File: src/hdl/sonata_io_macros.svh
// ##############################
// Board I/O constants
// Bus widths, register map and cycle counts
// ##############################
`ifndef SONATA_IO_MACROS_SVH
`define SONATA_IO_MACROS_SVH

`define SONATA_IO_ADDR_W     8      // APB address bits
`define SONATA_IO_DATA_W     32     // APB data bits
`define SONATA_IO_SEL_BIT    4      // Low is GPIO, high is RS-485

`define GPIO_IN_OFFSET       8'h00  // Switches, read only
`define GPIO_OUT_OFFSET      8'h04  // User LEDs
`define RS485_CTRL_OFFSET    8'h10  // Bit 0 tx enable, bit 1 rx enable
`define RS485_STATUS_OFFSET  8'h14  // State code, read only

`define RESET_HOLD_CYCLES    16     // Clean cycles before release
`define SYNC_STAGES          2      // Switch synchroniser depth
// 100 ns at 40 MHz rounded up plus one
`define RS485_SWITCH_CYCLES  5
`define RS485_END_CYCLES     5      // Driver hold after last bit

`endif

File: src/hdl/sonata_io_pkg.sv
// ##############################
// Board I/O types
// Bus vectors and FSM encodings
// ##############################
`default_nettype none

`include "sonata_io_macros.svh"

package sonata_io_pkg;

  typedef logic [`SONATA_IO_ADDR_W-1:0] apb_addr_t;
  typedef logic [`SONATA_IO_DATA_W-1:0] apb_data_t;

  typedef logic [7:0]  led_t;       // User LEDs
  // LSB up: user switches, nav, select, card detect
  typedef logic [16:0] sw_t;
  typedef logic [4:0]  hold_cnt_t;  // Wide enough to reach 16

  typedef enum logic [1:0] {
    ARB_IDLE,
    ARB_SETUP,
    ARB_ACCESS
  } arb_state_e;

  // Codes are visible through STATUS
  typedef enum logic [1:0] {
    RS_IDLE    = 2'd0,
    RS_TURN_ON = 2'd1,
    RS_SEND    = 2'd2,
    RS_DRAIN   = 2'd3
  } rs485_state_e;

endpackage

`default_nettype wire

File: src/hdl/rst_ctrl.sv
// ##############################
// Reset controller
// Stretches system reset past button and PLL lock
// ##############################
`default_nettype none

`include "sonata_io_macros.svh"

module rst_ctrl
  import sonata_io_pkg::*;
(
  input  logic clk_sys_i,
  input  logic reset_i,
  input  logic rst_btn_i,     // Button pressed
  input  logic pll_locked_i,
  output logic rst_sys_o,     // Active high system reset
  output logic led_bootok_o
);

  hold_cnt_t hold_cnt_q;
  logic      hold_q;          // Still counting clean cycles
  logic      fault;

  // Anything that must keep the system down
  assign fault = reset_i || rst_btn_i || !pll_locked_i;

  always_ff @(posedge clk_sys_i) begin
    if (fault) begin
      hold_cnt_q <= '0;       // Restart on any glitch
      hold_q     <= 1'b1;
    end else begin
      if (hold_cnt_q != hold_cnt_t'(`RESET_HOLD_CYCLES))
        hold_cnt_q <= hold_cnt_q + 1'b1;  // Saturate at the hold count
      hold_q <= (hold_cnt_q < hold_cnt_t'(`RESET_HOLD_CYCLES - 1));
    end
  end

  assign rst_sys_o    = fault || hold_q;  // Immediate on fault
  assign led_bootok_o = !rst_sys_o;       // Lit once running

endmodule

`default_nettype wire

File: src/hdl/apb_arbiter.sv
// ##############################
// APB arbiter
// Round-robin of host and debug onto the peers
// ##############################
`default_nettype none

`include "sonata_io_macros.svh"

module apb_arbiter
  import sonata_io_pkg::*;
(
  input  logic      clk_sys_i,
  input  logic      reset_i,
  // Host requester
  input  logic      host_psel_i,
  input  logic      host_penable_i,
  input  logic      host_pwrite_i,
  input  apb_addr_t host_paddr_i,
  input  apb_data_t host_pwdata_i,
  output apb_data_t host_prdata_o,
  output logic      host_pready_o,
  output logic      host_pslverr_o,
  // Debug requester
  input  logic      dbg_psel_i,
  input  logic      dbg_penable_i,
  input  logic      dbg_pwrite_i,
  input  apb_addr_t dbg_paddr_i,
  input  apb_data_t dbg_pwdata_i,
  output apb_data_t dbg_prdata_o,
  output logic      dbg_pready_o,
  output logic      dbg_pslverr_o,
  // Shared completer bus
  output logic      gpio_psel_o,
  output logic      rs_psel_o,
  output logic      penable_o,
  output logic      pwrite_o,
  output apb_addr_t paddr_o,
  output apb_data_t pwdata_o,
  // Peer responses
  input  apb_data_t gpio_prdata_i,
  input  logic      gpio_pslverr_i,
  input  apb_data_t rs_prdata_i,
  input  logic      rs_pslverr_i
);

  arb_state_e state_q, state_d;
  logic       gnt_dbg_q;      // Current owner, 1 is debug
  logic       last_dbg_q;     // Winner of the last contested grant
  logic       pick_dbg;
  logic       any_req;
  logic       req_penable;    // Owner reached its access phase
  logic       sel_rs;
  apb_data_t  resp_data;
  logic       resp_err;

  assign any_req = host_psel_i || dbg_psel_i;

  // Priority only flips when both ask at once
  always_comb begin
    if (host_psel_i && dbg_psel_i)
      pick_dbg = !last_dbg_q;
    else
      pick_dbg = dbg_psel_i;
  end

  assign req_penable = gnt_dbg_q ? dbg_penable_i : host_penable_i;

  always_comb begin
    state_d = state_q;
    case (state_q)
      ARB_IDLE:   if (any_req) state_d = ARB_SETUP;
      ARB_SETUP:  if (req_penable) state_d = ARB_ACCESS;  // Stretch setup if late
      ARB_ACCESS: state_d = ARB_IDLE;   // Zero wait peers
      default:    state_d = ARB_IDLE;
    endcase
  end

  always_ff @(posedge clk_sys_i) begin
    if (reset_i) begin
      state_q    <= ARB_IDLE;
      gnt_dbg_q  <= 1'b0;
      last_dbg_q <= 1'b1;     // Host wins first contest
    end else begin
      state_q <= state_d;
      if (state_q == ARB_IDLE && any_req) begin
        gnt_dbg_q <= pick_dbg;  // Held until the access ends
        if (host_psel_i && dbg_psel_i)
          last_dbg_q <= pick_dbg;
      end
    end
  end

  // Owner's transfer replayed to the peer
  assign paddr_o   = gnt_dbg_q ? dbg_paddr_i  : host_paddr_i;
  assign pwdata_o  = gnt_dbg_q ? dbg_pwdata_i : host_pwdata_i;
  assign pwrite_o  = gnt_dbg_q ? dbg_pwrite_i : host_pwrite_i;
  assign penable_o = (state_q == ARB_ACCESS);

  assign sel_rs      = paddr_o[`SONATA_IO_SEL_BIT];
  assign gpio_psel_o = (state_q != ARB_IDLE) && !sel_rs;
  assign rs_psel_o   = (state_q != ARB_IDLE) && sel_rs;

  assign resp_data = sel_rs ? rs_prdata_i  : gpio_prdata_i;
  assign resp_err  = sel_rs ? rs_pslverr_i : gpio_pslverr_i;

  // Completion goes to the owner only
  assign host_pready_o  = penable_o && !gnt_dbg_q;
  assign dbg_pready_o   = penable_o && gnt_dbg_q;
  assign host_prdata_o  = host_pready_o ? resp_data : '0;
  assign dbg_prdata_o   = dbg_pready_o ? resp_data : '0;
  assign host_pslverr_o = host_pready_o && resp_err;
  assign dbg_pslverr_o  = dbg_pready_o && resp_err;

endmodule

`default_nettype wire

File: src/hdl/gpio_regs.sv
// ##############################
// GPIO registers
// Synchronised switches and user LEDs on APB
// ##############################
`default_nettype none

`include "sonata_io_macros.svh"

module gpio_regs
  import sonata_io_pkg::*;
(
  input  logic       clk_sys_i,
  input  logic       reset_i,
  input  logic       psel_i,
  input  logic       penable_i,
  input  logic       pwrite_i,
  input  apb_addr_t  paddr_i,
  input  apb_data_t  pwdata_i,
  output apb_data_t  prdata_o,
  output logic       pslverr_o,
  input  logic [4:0] nav_sw_ni,      // Joystick, active low
  input  logic [7:0] usr_sw_ni,      // User switches, active low
  input  logic [2:0] sel_sw_ni,      // Select switches, active low
  input  logic       microsd_det_i,  // Card detect
  output led_t       usr_led_o
);

  sw_t  sw_raw;
  sw_t  sw_sync_q [`SYNC_STAGES];
  led_t led_q;
  logic access;
  logic addr_ok;                     // Offset is mapped
  logic wr_ok;                       // Offset is writable

  // Pull-ups on the pads, so a closed switch reads low
  assign sw_raw = {microsd_det_i, ~sel_sw_ni, ~nav_sw_ni, ~usr_sw_ni};

  // Plain shift chain
  always_ff @(posedge clk_sys_i) begin
    sw_sync_q[0] <= sw_raw;
    for (int i = 1; i < `SYNC_STAGES; i++)
      sw_sync_q[i] <= sw_sync_q[i-1];
  end

  always_comb begin
    prdata_o = '0;
    addr_ok  = 1'b0;
    wr_ok    = 1'b0;
    case (paddr_i)
      `GPIO_IN_OFFSET: begin
        prdata_o = apb_data_t'(sw_sync_q[`SYNC_STAGES-1]);
        addr_ok  = 1'b1;
      end
      `GPIO_OUT_OFFSET: begin
        prdata_o = apb_data_t'(led_q);
        addr_ok  = 1'b1;
        wr_ok    = 1'b1;
      end
      default: prdata_o = '0;        // Unmapped reads as zero
    endcase
  end

  assign access    = psel_i && penable_i;
  assign pslverr_o = access && (!addr_ok || (pwrite_i && !wr_ok));

  always_ff @(posedge clk_sys_i) begin
    if (reset_i)
      led_q <= '0;                   // LEDs dark
    else if (access && pwrite_i && wr_ok)
      led_q <= led_t'(pwdata_i);     // Low byte only
  end

  assign usr_led_o = led_q;

endmodule

`default_nettype wire

File: src/hdl/rs485_ctrl.sv
// ##############################
// RS-485 direction control
// Driver enable sequencing with APB registers
// ##############################
`default_nettype none

`include "sonata_io_macros.svh"

module rs485_ctrl
  import sonata_io_pkg::*;
(
  input  logic      clk_sys_i,
  input  logic      reset_i,
  input  logic      psel_i,
  input  logic      penable_i,
  input  logic      pwrite_i,
  input  apb_addr_t paddr_i,
  input  apb_data_t pwdata_i,
  output apb_data_t prdata_o,
  output logic      pslverr_o,
  input  logic      rs485_tx_i,   // Serial data to send
  output logic      rs485_rx_o,   // Serial data received
  input  logic      rs485_ro_i,   // Transceiver receiver out
  output logic      rs485_di_o,   // Transceiver driver in
  output logic      rs485_de_o,   // Driver enable
  output logic      rs485_ren_o   // Receiver enable, active low
);

  rs485_state_e state_q;
  logic [3:0]   delay_q;          // Cycles spent in a timed state
  logic         tx_en_q;
  logic         rx_en_q;
  logic         tx_en_d;
  logic         access;
  logic         ctrl_wr;
  logic         addr_ok;
  logic         wr_ok;
  logic         rx_on;

  assign access  = psel_i && penable_i;
  assign ctrl_wr = access && pwrite_i && (paddr_i == `RS485_CTRL_OFFSET);

  // FSM reacts in the same edge as the register
  assign tx_en_d = ctrl_wr ? pwdata_i[0] : tx_en_q;

  always_ff @(posedge clk_sys_i) begin
    if (reset_i) begin
      tx_en_q <= 1'b0;
      rx_en_q <= 1'b0;
    end else if (ctrl_wr) begin
      tx_en_q <= pwdata_i[0];
      rx_en_q <= pwdata_i[1];
    end
  end

  always_ff @(posedge clk_sys_i) begin
    if (reset_i) begin
      state_q <= RS_IDLE;
      delay_q <= '0;
    end else begin
      case (state_q)
        RS_IDLE: begin
          delay_q <= '0;
          if (tx_en_d)
            state_q <= RS_TURN_ON;  // Give the driver time to switch
        end
        RS_TURN_ON: begin
          if (delay_q == 4'(`RS485_SWITCH_CYCLES - 1))
            state_q <= RS_SEND;
          else
            delay_q <= delay_q + 1'b1;
        end
        RS_SEND: begin
          delay_q <= '0;
          if (!tx_en_d)
            state_q <= RS_DRAIN;    // Last bit may still be on the wire
        end
        RS_DRAIN: begin
          if (delay_q == 4'(`RS485_END_CYCLES - 1))
            state_q <= RS_IDLE;
          else
            delay_q <= delay_q + 1'b1;
        end
        default: state_q <= RS_IDLE;
      endcase
    end
  end

  // Line idles high outside of sending
  assign rs485_de_o  = (state_q != RS_IDLE);
  assign rs485_di_o  = (state_q == RS_SEND) ? rs485_tx_i : 1'b1;
  assign rx_on       = (state_q == RS_IDLE) && rx_en_q;  // Half duplex
  assign rs485_ren_o = !rx_on;
  assign rs485_rx_o  = rx_on ? rs485_ro_i : 1'b1;

  always_comb begin
    prdata_o = '0;
    addr_ok  = 1'b0;
    wr_ok    = 1'b0;
    case (paddr_i)
      `RS485_CTRL_OFFSET: begin
        prdata_o = apb_data_t'({rx_en_q, tx_en_q});
        addr_ok  = 1'b1;
        wr_ok    = 1'b1;
      end
      `RS485_STATUS_OFFSET: begin
        prdata_o = apb_data_t'(state_q);  // Raw state code
        addr_ok  = 1'b1;
      end
      default: prdata_o = '0;
    endcase
  end

  assign pslverr_o = access && (!addr_ok || (pwrite_i && !wr_ok));

endmodule

`default_nettype wire

File: src/hdl/sonata_io_top.sv
// ##############################
// Board I/O top
// Reset, APB arbiter, GPIO and RS-485
// ##############################
`default_nettype none

module sonata_io_top
  import sonata_io_pkg::*;
(
  input  logic       clk_sys_i,
  input  logic       reset_i,
  input  logic       rst_btn_i,
  input  logic       pll_locked_i,
  // Host CPU port
  input  logic       host_psel_i,
  input  logic       host_penable_i,
  input  logic       host_pwrite_i,
  input  apb_addr_t  host_paddr_i,
  input  apb_data_t  host_pwdata_i,
  output apb_data_t  host_prdata_o,
  output logic       host_pready_o,
  output logic       host_pslverr_o,
  // Debug port
  input  logic       dbg_psel_i,
  input  logic       dbg_penable_i,
  input  logic       dbg_pwrite_i,
  input  apb_addr_t  dbg_paddr_i,
  input  apb_data_t  dbg_pwdata_i,
  output apb_data_t  dbg_prdata_o,
  output logic       dbg_pready_o,
  output logic       dbg_pslverr_o,
  // Board pins
  input  logic [4:0] nav_sw_ni,
  input  logic [7:0] usr_sw_ni,
  input  logic [2:0] sel_sw_ni,
  input  logic       microsd_det_i,
  output led_t       usr_led_o,
  output logic       led_bootok_o,
  input  logic       rs485_tx_i,
  output logic       rs485_rx_o,
  input  logic       rs485_ro_i,
  output logic       rs485_di_o,
  output logic       rs485_de_o,
  output logic       rs485_ren_o
);

  logic      rst_sys;               // Stretched system reset
  logic      gpio_psel;
  logic      rs_psel;
  logic      penable;
  logic      pwrite;
  apb_addr_t paddr;
  apb_data_t pwdata;
  apb_data_t gpio_prdata;
  logic      gpio_pslverr;
  apb_data_t rs_prdata;
  logic      rs_pslverr;

  rst_ctrl u_rst_ctrl (
    .clk_sys_i, .reset_i, .rst_btn_i, .pll_locked_i,
    .rst_sys_o    (rst_sys),
    .led_bootok_o
  );

  apb_arbiter u_apb_arbiter (
    .clk_sys_i, .reset_i(rst_sys),
    .host_psel_i, .host_penable_i, .host_pwrite_i, .host_paddr_i, .host_pwdata_i,
    .host_prdata_o, .host_pready_o, .host_pslverr_o,
    .dbg_psel_i, .dbg_penable_i, .dbg_pwrite_i, .dbg_paddr_i, .dbg_pwdata_i,
    .dbg_prdata_o, .dbg_pready_o, .dbg_pslverr_o,
    .gpio_psel_o(gpio_psel), .rs_psel_o(rs_psel), .penable_o(penable),
    .pwrite_o(pwrite), .paddr_o(paddr), .pwdata_o(pwdata),
    .gpio_prdata_i(gpio_prdata), .gpio_pslverr_i(gpio_pslverr),
    .rs_prdata_i(rs_prdata), .rs_pslverr_i(rs_pslverr)
  );

  gpio_regs u_gpio_regs (
    .clk_sys_i, .reset_i(rst_sys),
    .psel_i(gpio_psel), .penable_i(penable), .pwrite_i(pwrite),
    .paddr_i(paddr), .pwdata_i(pwdata),
    .prdata_o(gpio_prdata), .pslverr_o(gpio_pslverr),
    .nav_sw_ni, .usr_sw_ni, .sel_sw_ni, .microsd_det_i, .usr_led_o
  );

  rs485_ctrl u_rs485_ctrl (
    .clk_sys_i, .reset_i(rst_sys),
    .psel_i(rs_psel), .penable_i(penable), .pwrite_i(pwrite),
    .paddr_i(paddr), .pwdata_i(pwdata),
    .prdata_o(rs_prdata), .pslverr_o(rs_pslverr),
    .rs485_tx_i, .rs485_rx_o, .rs485_ro_i, .rs485_di_o, .rs485_de_o, .rs485_ren_o
  );

endmodule

`default_nettype wire

File: config.mk
export PLATFORM = sky130hd
export DESIGN_NAME = sonata_io_top
export DESIGN_NICKNAME = d
export VERILOG_FILES = /design/src/hdl/sonata_io_pkg.sv /design/src/hdl/rst_ctrl.sv /design/src/hdl/apb_arbiter.sv /design/src/hdl/gpio_regs.sv /design/src/hdl/rs485_ctrl.sv /design/src/hdl/sonata_io_top.sv
export VERILOG_INCLUDE_DIRS = /design/src /design/src/hdl
export SDC_FILE = /design/constraint.sdc
export NUM_CORES = 1
export LEC_CHECK = 0
export ABC_AREA = 1
export BUFFER_PORTS_ARGS = -buffer_cell sky130_fd_sc_hd__buf_4
export CAP_MARGIN = 0
export CORE_MARGIN = 2
export CORE_UTILIZATION = 35
export DETAILED_ROUTE_END_ITERATION = 6
export GPL_TIMING_DRIVEN = 0
export PLACE_DENSITY = 0.71
export SLEW_MARGIN = 40
export SYNTH_ARGS = -nofsm -noshare
export SYNTH_HDL_FRONTEND = slang
export SYNTH_SLANG_ARGS = --single-unit
File: constraint.sdc
create_clock -name clk_sys_i -period 1.51 [get_ports clk_sys_i]
set_input_delay 0.151 -clock clk_sys_i [delete_from_list [all_inputs] [get_ports clk_sys_i]]
set_output_delay 0.151 -clock clk_sys_i [all_outputs]
set_load 0.05 [all_outputs]
==> run metrics, run 1 <==
placeable core area=8090 um2; share of power burned in the clock network=40.9%; Final WS setup=-662 ps; Yosys top cell by area=sky130_fd_sc_hd__dfxtp_1; total of buffers placed on input and output ports=111; leading cell types in the layout, fill and taps excluded=sky130_fd_sc_hd__buf_4, sky130_fd_sc_hd__dfxtp_1, sky130_fd_sc_hd__inv_1, sky130_fd_sc_hd__buf_6, sky130_fd_sc_hd__conb_1; final-layout setup total negative slack=-25810 ps; initial antenna violation count=0; number of placed instances with taps included=620; Power per Cell Area=643 nW/um2; Starting Density=between 30% and 40%; switching share of power=approximately a quarter; Min-Delay Path Class=input pin to flip-flop; period utilisation layout=144%; worst max-slew margin expressed relative to the limit=a little under three fifths; crit-path max cell delay=320 ps; Seq pwr share=around 45%; I/O pin count=190; max-capacitance violation count=0; DRC violations left=0; Worst-Skew Late Latency=330 ps; fraction of the yosys area taken by sequential cells=between 40% and 50%; CTS root buf=sky130_fd_sc_hd__clkbuf_8; CP max stage cell=sky130_fd_sc_hd__dfxtp_2; final setup violation count=50; global-route wire length before repair=13.9 mm; critical path endpoint category=output pin; cell area after technology mapping=2890 um2; Rows=33; RSZ-0062 raised after global routing=true; fraction of layout cells with a size suffix above 1=56.1%; endpoint arrival time on the critical path=2020 ps; per-cell routed wire length=about 14 um; flip-flop and latch count after synthesis=60; Tot GR Track Use=20.1%; share of the synthesized area in the top cell type=~42%; drt initial violations=103; delay-heaviest family, CP=buffers and inverters; post-route insts no fill=702; FF/Latch Area=1210 um2; buffer depth of the longest clock path=2; power after layout=~3.7 mW; via count of the first global-routing pass=~3000; drt total wl=between 9 and 10 mm; final weighted congestion in routability-driven placement=0.829; die boundary width=94.9 um; P_leak=2.72 nW; level count of the clock H-tree=3; Post-Synthesis Mean Instance Area=7.71 um2; part of the total power dissipated in combinational logic=14.7%; Crit Path Class=flip-flop to output pin; clock tree from TritonCTS=built; total inserted antenna cells=0; Least-Margin Pin Slew=659 ps; first-pass iteration count of the detailed router=4; total congestion overflow after global routing=0; post-synthesis instance total=375; required time reported for the critical path endpoint=1360 ps; maximum number of pins on one net before global-route repair=11; Startpoint Class=flip-flop; most common cell after layout, fill and taps aside=sky130_fd_sc_hd__buf_4; max-slew violations=0; hold_ws=roughly 97 ps; detail-routed via count per cell=4.40; maximum achievable frequency=460 MHz; synthesis warning total=0; clock slew seen by the registers of the worst setup and hold paths=70 ps; worst clock skew=approximately 8.5 ps; status=finished with violations; # nets final=711; cell chain of the critical path=buf_8 > inv_8 > nand2_2 > nand2_4 > nor2_4 > nand2_2 > inv_2 > buf_8 > buf_12 > a32o_1 > inv_2 > nor2_4 > buf_6; floorplan die height=approximately 95 um; total die area=9010 um2; CTS buffer count=9; count of clock tree sinks=60; Internal Pwr Total=2.76 mW; WP buf/inv=7; number of endpoints with negative hold slack in the final report=0; antenna violation net count after detailed routing=0; violated checks=setup timing; final-layout fill cell count=~590; worst supply voltage drop on vdd=approximately 530 uV; time the final worst path needs with I/O delays and setup=~2200 ps; Netlist cell types=32; vias after detailed routing=between 3000 and 4000; ranking of synthesized cells by area=sky130_fd_sc_hd__dfxtp_1, sky130_fd_sc_hd__inv_1, sky130_fd_sc_hd__buf_4; area of combinational cells with multiple inputs=1840 um2; area growth from synthesis to final layout=98.4%; Detail Placement HPWL=around 5.9 mm; critical path fanouts, max=8; switching power of the nets=937 uW
[stage by stage]
| stage | util (%) | instance area (um2) | setup slack [ps] |
|---|---|---|---|
| after global routing | 70.9 | 5740 | -756 |
| final | 70.9 | 5740 | -662 |
| after global placement | 54.1 | 4380 | -416 |
| after CTS | 66.9 | 5410 | -657 |
| after detailed placement | 54.1 | 4380 | -454 |
| after floorplan | - | 3420 | -464 |
[worst paths after layout]
path / from / end / cells after the start / slack (ps)
min reg2reg: u_gpio_regs.sw_sync_q[0][13] / u_gpio_regs.sw_sync_q[0][30] / 0 / 320
max: u_apb_arbiter.gnt_dbg_q / dbg_prdata_o[3] / 13 / -660
max reg2reg: u_apb_arbiter.gnt_dbg_q / u_rs485_ctrl.state_q[1] / 16 / -360
min: dbg_psel_i / u_apb_arbiter.gnt_dbg_q / 3 / 100
[synthesized netlist by cell type (all sizes together)]
library cell / n
nand3b: 1
nor2: 52
nor3: 23
nand4: 1
or2: 4
a32o: 6
xnor2: 2
nor3b: 1
a31oi: 1
buf: 36
a21oi: 13
o31ai: 1
nand2: 46
clkbuf: 4
nand3: 17
inv: 67
a211oi: 9
ha: 9
mux2i: 7
dfxtp: 60
clkinv: 2
o21ai: 10
xor2: 2
conb: 1
[cell type report]
class / count / area share (%)
buffer: 40 / 6.63
timing repair buffer: 178 / 29.2
sequential: 60 / 21.1
inverter: 69 / 5.06
multi-input combinational: 235 / 32.0
clock buffer: 12 / 2.88
clock inverter: 3 / 0.785
tap: 105 / 2.29
[repair_timing]
item / in CTS / in global routing
gates resized for setup: 112 / 38
pin swaps: 37 / 25
hold buffers: 17 / 0
hold endpoints to repair: 17 / 0
cloned: 1 / 0
endpoints found under the setup margin: 51 / 52
setup buffers: 29 / 20
[worst min-delay path, cell delays in order]
cell	delay, ps
sky130_fd_sc_hd__buf_4	110
sky130_fd_sc_hd__o21ai_0	60
sky130_fd_sc_hd__a21oi_1	60
[power by group through the flow]
stage | Sequential (mW) | Clock [mW] | Combinational (mW)
after global placement | 1.68 | 0 | 0.438
after floorplan | 1.68 | 0 | 0.308
after global routing | 1.65 | 1.59 | 0.574
after detailed placement | 1.68 | 0 | 0.441
after CTS | 1.64 | 1.52 | 0.513
final | 1.64 | 1.51 | 0.541
[sequential cells by signal, indices dropped and copies added, names as in the netlist]
register                  count
u_gpio_regs.sw_sync_q        34
u_gpio_regs.usr_led_o         8
u_rst_ctrl.hold_cnt_q         5
u_rs485_ctrl.delay_q          4
u_apb_arbiter.state_q         2
u_rs485_ctrl.state_q          2
u_apb_arbiter.gnt_dbg_q       1
u_apb_arbiter.last_dbg_q      1
u_rs485_ctrl.rx_en_q          1
u_rs485_ctrl.tx_en_q          1
u_rst_ctrl.hold_q             1
[metal layers]
layer / vias up / GRT usage, % / part of all wire (%)
li1: 1559 / - / -
met1: 1418 / 22.6 / 38
met2: 103 / 37.4 / 54
met3: 12 / 4.47 / 6.1
met4: 0 / 6.52 / 1.4
met5: - / 0 / 0
[cell families after synthesis]
logic type	synth area share, %
compound gates	9.34
buf+inv	19.0
xor+xnor	1.21
flops	41.5
fa+ha+maj	3.89
simple gates	22.5
mux	2.42
other cells	0.130
Power figures use the tool's default switching activity.
==> inputs of run 2 (changes only) <==
Settings changed: CELL_PAD_IN_SITES_DETAIL_PLACEMENT set to 1, CELL_PAD_IN_SITES_GLOBAL_PLACEMENT set to 1, CORE_UTILIZATION 35 to 25, PLACE_DENSITY 0.71 to unset, PLACE_DENSITY_LB_ADDON set to 0.1.
==> run 2 against run 1 <==
Net effect:
- the flow still finishes with violations (setup timing)
- sequential power is essentially flat
- design area grew 1.9%
- hold slack improved by 14 ps
- final cell count increased by 3.4%
- wire length up 6.7%
- critical path depth is 1 lower
- sequential share of layout area down 0.34 points
- register-to-register slack got worse by 190 ps
- global-route usage fell by 3.5 points
- power is 13% higher
- clock skew fell by 3.1 ps
- count of clock-buffer cells in the layout unchanged
==> run metrics, run 2 (synthesis gave the netlist of run 1 again) <==
Detail Placement HPWL=about 6.9 mm; worst clock skew=5.41 ps; leading cell types in the layout, fill and taps excluded=sky130_fd_sc_hd__buf_4, sky130_fd_sc_hd__dfxtp_1, sky130_fd_sc_hd__inv_1, sky130_fd_sc_hd__buf_6, sky130_fd_sc_hd__conb_1; final setup violation count=49; clock slew seen by the registers of the worst setup and hold paths=50 ps; critical path endpoint category=output pin; clock tree from TritonCTS=built; die boundary width=112 um; initial antenna violation count=0; I/O pin count=190; Top reg by flops=u_gpio_regs.sw_sync_q; cell chain of the critical path=buf_12 > clkinv_8 > nand2_4 > nand2_4 > nor2_4 > nand2_2 > nor2_2 > inv_1 > nor2_2 > a211oi_4 > nor2_2 > buf_6; # nets final=696; buffer depth of the longest clock path=2; WP buf/inv=4; P_leak=2.73 nW; violated checks=setup timing; worst max-slew margin expressed relative to the limit=56.6%; antenna violation net count after detailed routing=0; level count of the clock H-tree=3; Crit Path Class=flip-flop to output pin; RSZ-0062 raised after global routing=true; Power per Cell Area=just over 700 nW/um2; number of endpoints with negative hold slack in the final report=0; most common cell after layout, fill and taps aside=sky130_fd_sc_hd__buf_4; global-route wire length before repair=16.4 mm; total die area=12400 um2; via count of the first global-routing pass=3321; Rows=39; time the final worst path needs with I/O delays and setup=2230 ps; Tot GR Track Use=16.6%; Startpoint Class=flip-flop; CP max stage cell=sky130_fd_sc_hd__dfxtp_4; maximum number of pins on one net before global-route repair=11; delay-heaviest family, CP=simple AND/OR/NAND/NOR gates; DRC violations left=0; area growth from synthesis to final layout=102%; flip-flop count of the largest register after layout=34; drt initial violations=87; worst slack, placed=-497 ps; Layout Utilization=51.4%; max-slew violations=0; total congestion overflow after global routing=0; maximum achievable frequency=449 MHz; floorplan die height=112 um; critical path fanouts, max=6; total inserted antenna cells=0; total of buffers placed on input and output ports=111; post-layout instance area=5850 um2; Worst-Skew Late Latency=320 ps; Least-Margin Pin Slew=roughly 650 ps; Final WS setup=-716 ps; required time reported for the critical path endpoint=1360 ps; detail-routed via count per cell=4.20; Starting Density=25.4%; max-capacitance violation count=0; endpoint arrival time on the critical path=2070 ps; crit-path max cell delay=approximately 360 ps; fraction of layout cells with a size suffix above 1=a little under three fifths; drt total wl=~10 mm; first-pass iteration count of the detailed router=4; Min-Delay Path Class=input pin to flip-flop; per-cell routed wire length=14.4 um; period utilisation layout=147%; CTS buffer count=9; final weighted congestion in routability-driven placement=0.746; worst supply voltage drop on vdd=417 uV; placeable core area=around 11000 um2; status=finished with violations; CTS root buf=sky130_fd_sc_hd__clkbuf_16; vias after detailed routing=between 3000 and 4000; count of clock tree sinks=60; Placement Cell Area=4430 um2; Top cell by count, worst path=sky130_fd_sc_hd__nor2_2
-- run 2: cell types whose count changed in the layout (fill, tap and decap cells not counted), sizes merged --
cell	previous run	this run
clkbuf	15	16
clkinv	1	6
inv	67	66
buf	198	181
clkinvlp	3	1
-- run 2: through the flow --
stage	hold WS, ps	TNS [ps]	total power [mW]	instances
after detailed placement	258	-16900	2.13	658
after floorplan	179	-12240	1.98	404
after global routing	129	-34070	4.36	726
after CTS	107	-26250	4.20	715
after global placement	257	-16890	2.12	658
final	110	-28870	4.18	726
-- run 2: routing by layer --
metal | part of all wire [%] | GRT usage, % | up-vias
met5 | 0 | 0 | -
met4 | 0.83 | 4.69 | 0
met3 | 5.7 | 5.06 | 6
met2 | 53 | 29.8 | 81
met1 | 41 | 19.1 | 1433
li1 | - | - | 1528
-- run 2: final timing paths --
kind,startpoint,to,slack (ps),cells past startpoint
hold / removal,host_penable_i,u_apb_arbiter.state_q[1],110,3
setup reg to reg,u_apb_arbiter.gnt_dbg_q,u_gpio_regs.usr_led_o[5],-550,14
hold reg to reg,u_gpio_regs.sw_sync_q[0][6],u_gpio_regs.sw_sync_q[0][23],320,0
setup / recovery,u_apb_arbiter.gnt_dbg_q,host_prdata_o[0],-720,12
-- run 2: area by class of cell --
class	instances	area [um2]
fill	1295	5520
multi-input combinational	235	1910
timing repair buffer	162	1550
sequential	60	1210
buffer	40	385
inverter	69	303
clock buffer	12	246
tap	143	179
clock inverter	4	48.8
timing repair inverter	1	8.76
-- run 2: report_power, final --
group / internal [mW] / switching, mW / leakage, nW / total, mW
sequential: 1.63 / 0.0130 / 0.499 / 1.64
combinational: 0.234 / 0.306 / 2.08 / 0.540
clock: 1.32 / 0.678 / 0.147 / 2.00
-- run 2: worst register-to-register path: stages (launching register included) --
cell and delay (ps):
sky130_fd_sc_hd__dfxtp_4 350, sky130_fd_sc_hd__buf_12 150, sky130_fd_sc_hd__clkinv_8 70, sky130_fd_sc_hd__nand2_4 50, sky130_fd_sc_hd__nand2_4 100, sky130_fd_sc_hd__nand2_4 50
sky130_fd_sc_hd__nor2_4 160, sky130_fd_sc_hd__nand2_4 90, sky130_fd_sc_hd__buf_6 120, sky130_fd_sc_hd__buf_6 110, sky130_fd_sc_hd__nor3b_4 260, sky130_fd_sc_hd__buf_6 150
sky130_fd_sc_hd__buf_6 120, sky130_fd_sc_hd__nor2_1 50, sky130_fd_sc_hd__a211oi_2 130
-- run 2: what timing repair did --
| action | 4_1_cts | 5_1_grt |
|---|---|---|
| cloned | 3 | 1 |
| hold endpoints to repair | 17 | 0 |
| endpoints found under the setup margin | 53 | 52 |
| setup buffers | 21 | 10 |
| pin swaps | 36 | 30 |
| hold buffers | 17 | 0 |
| gates resized for setup | 107 | 66 |
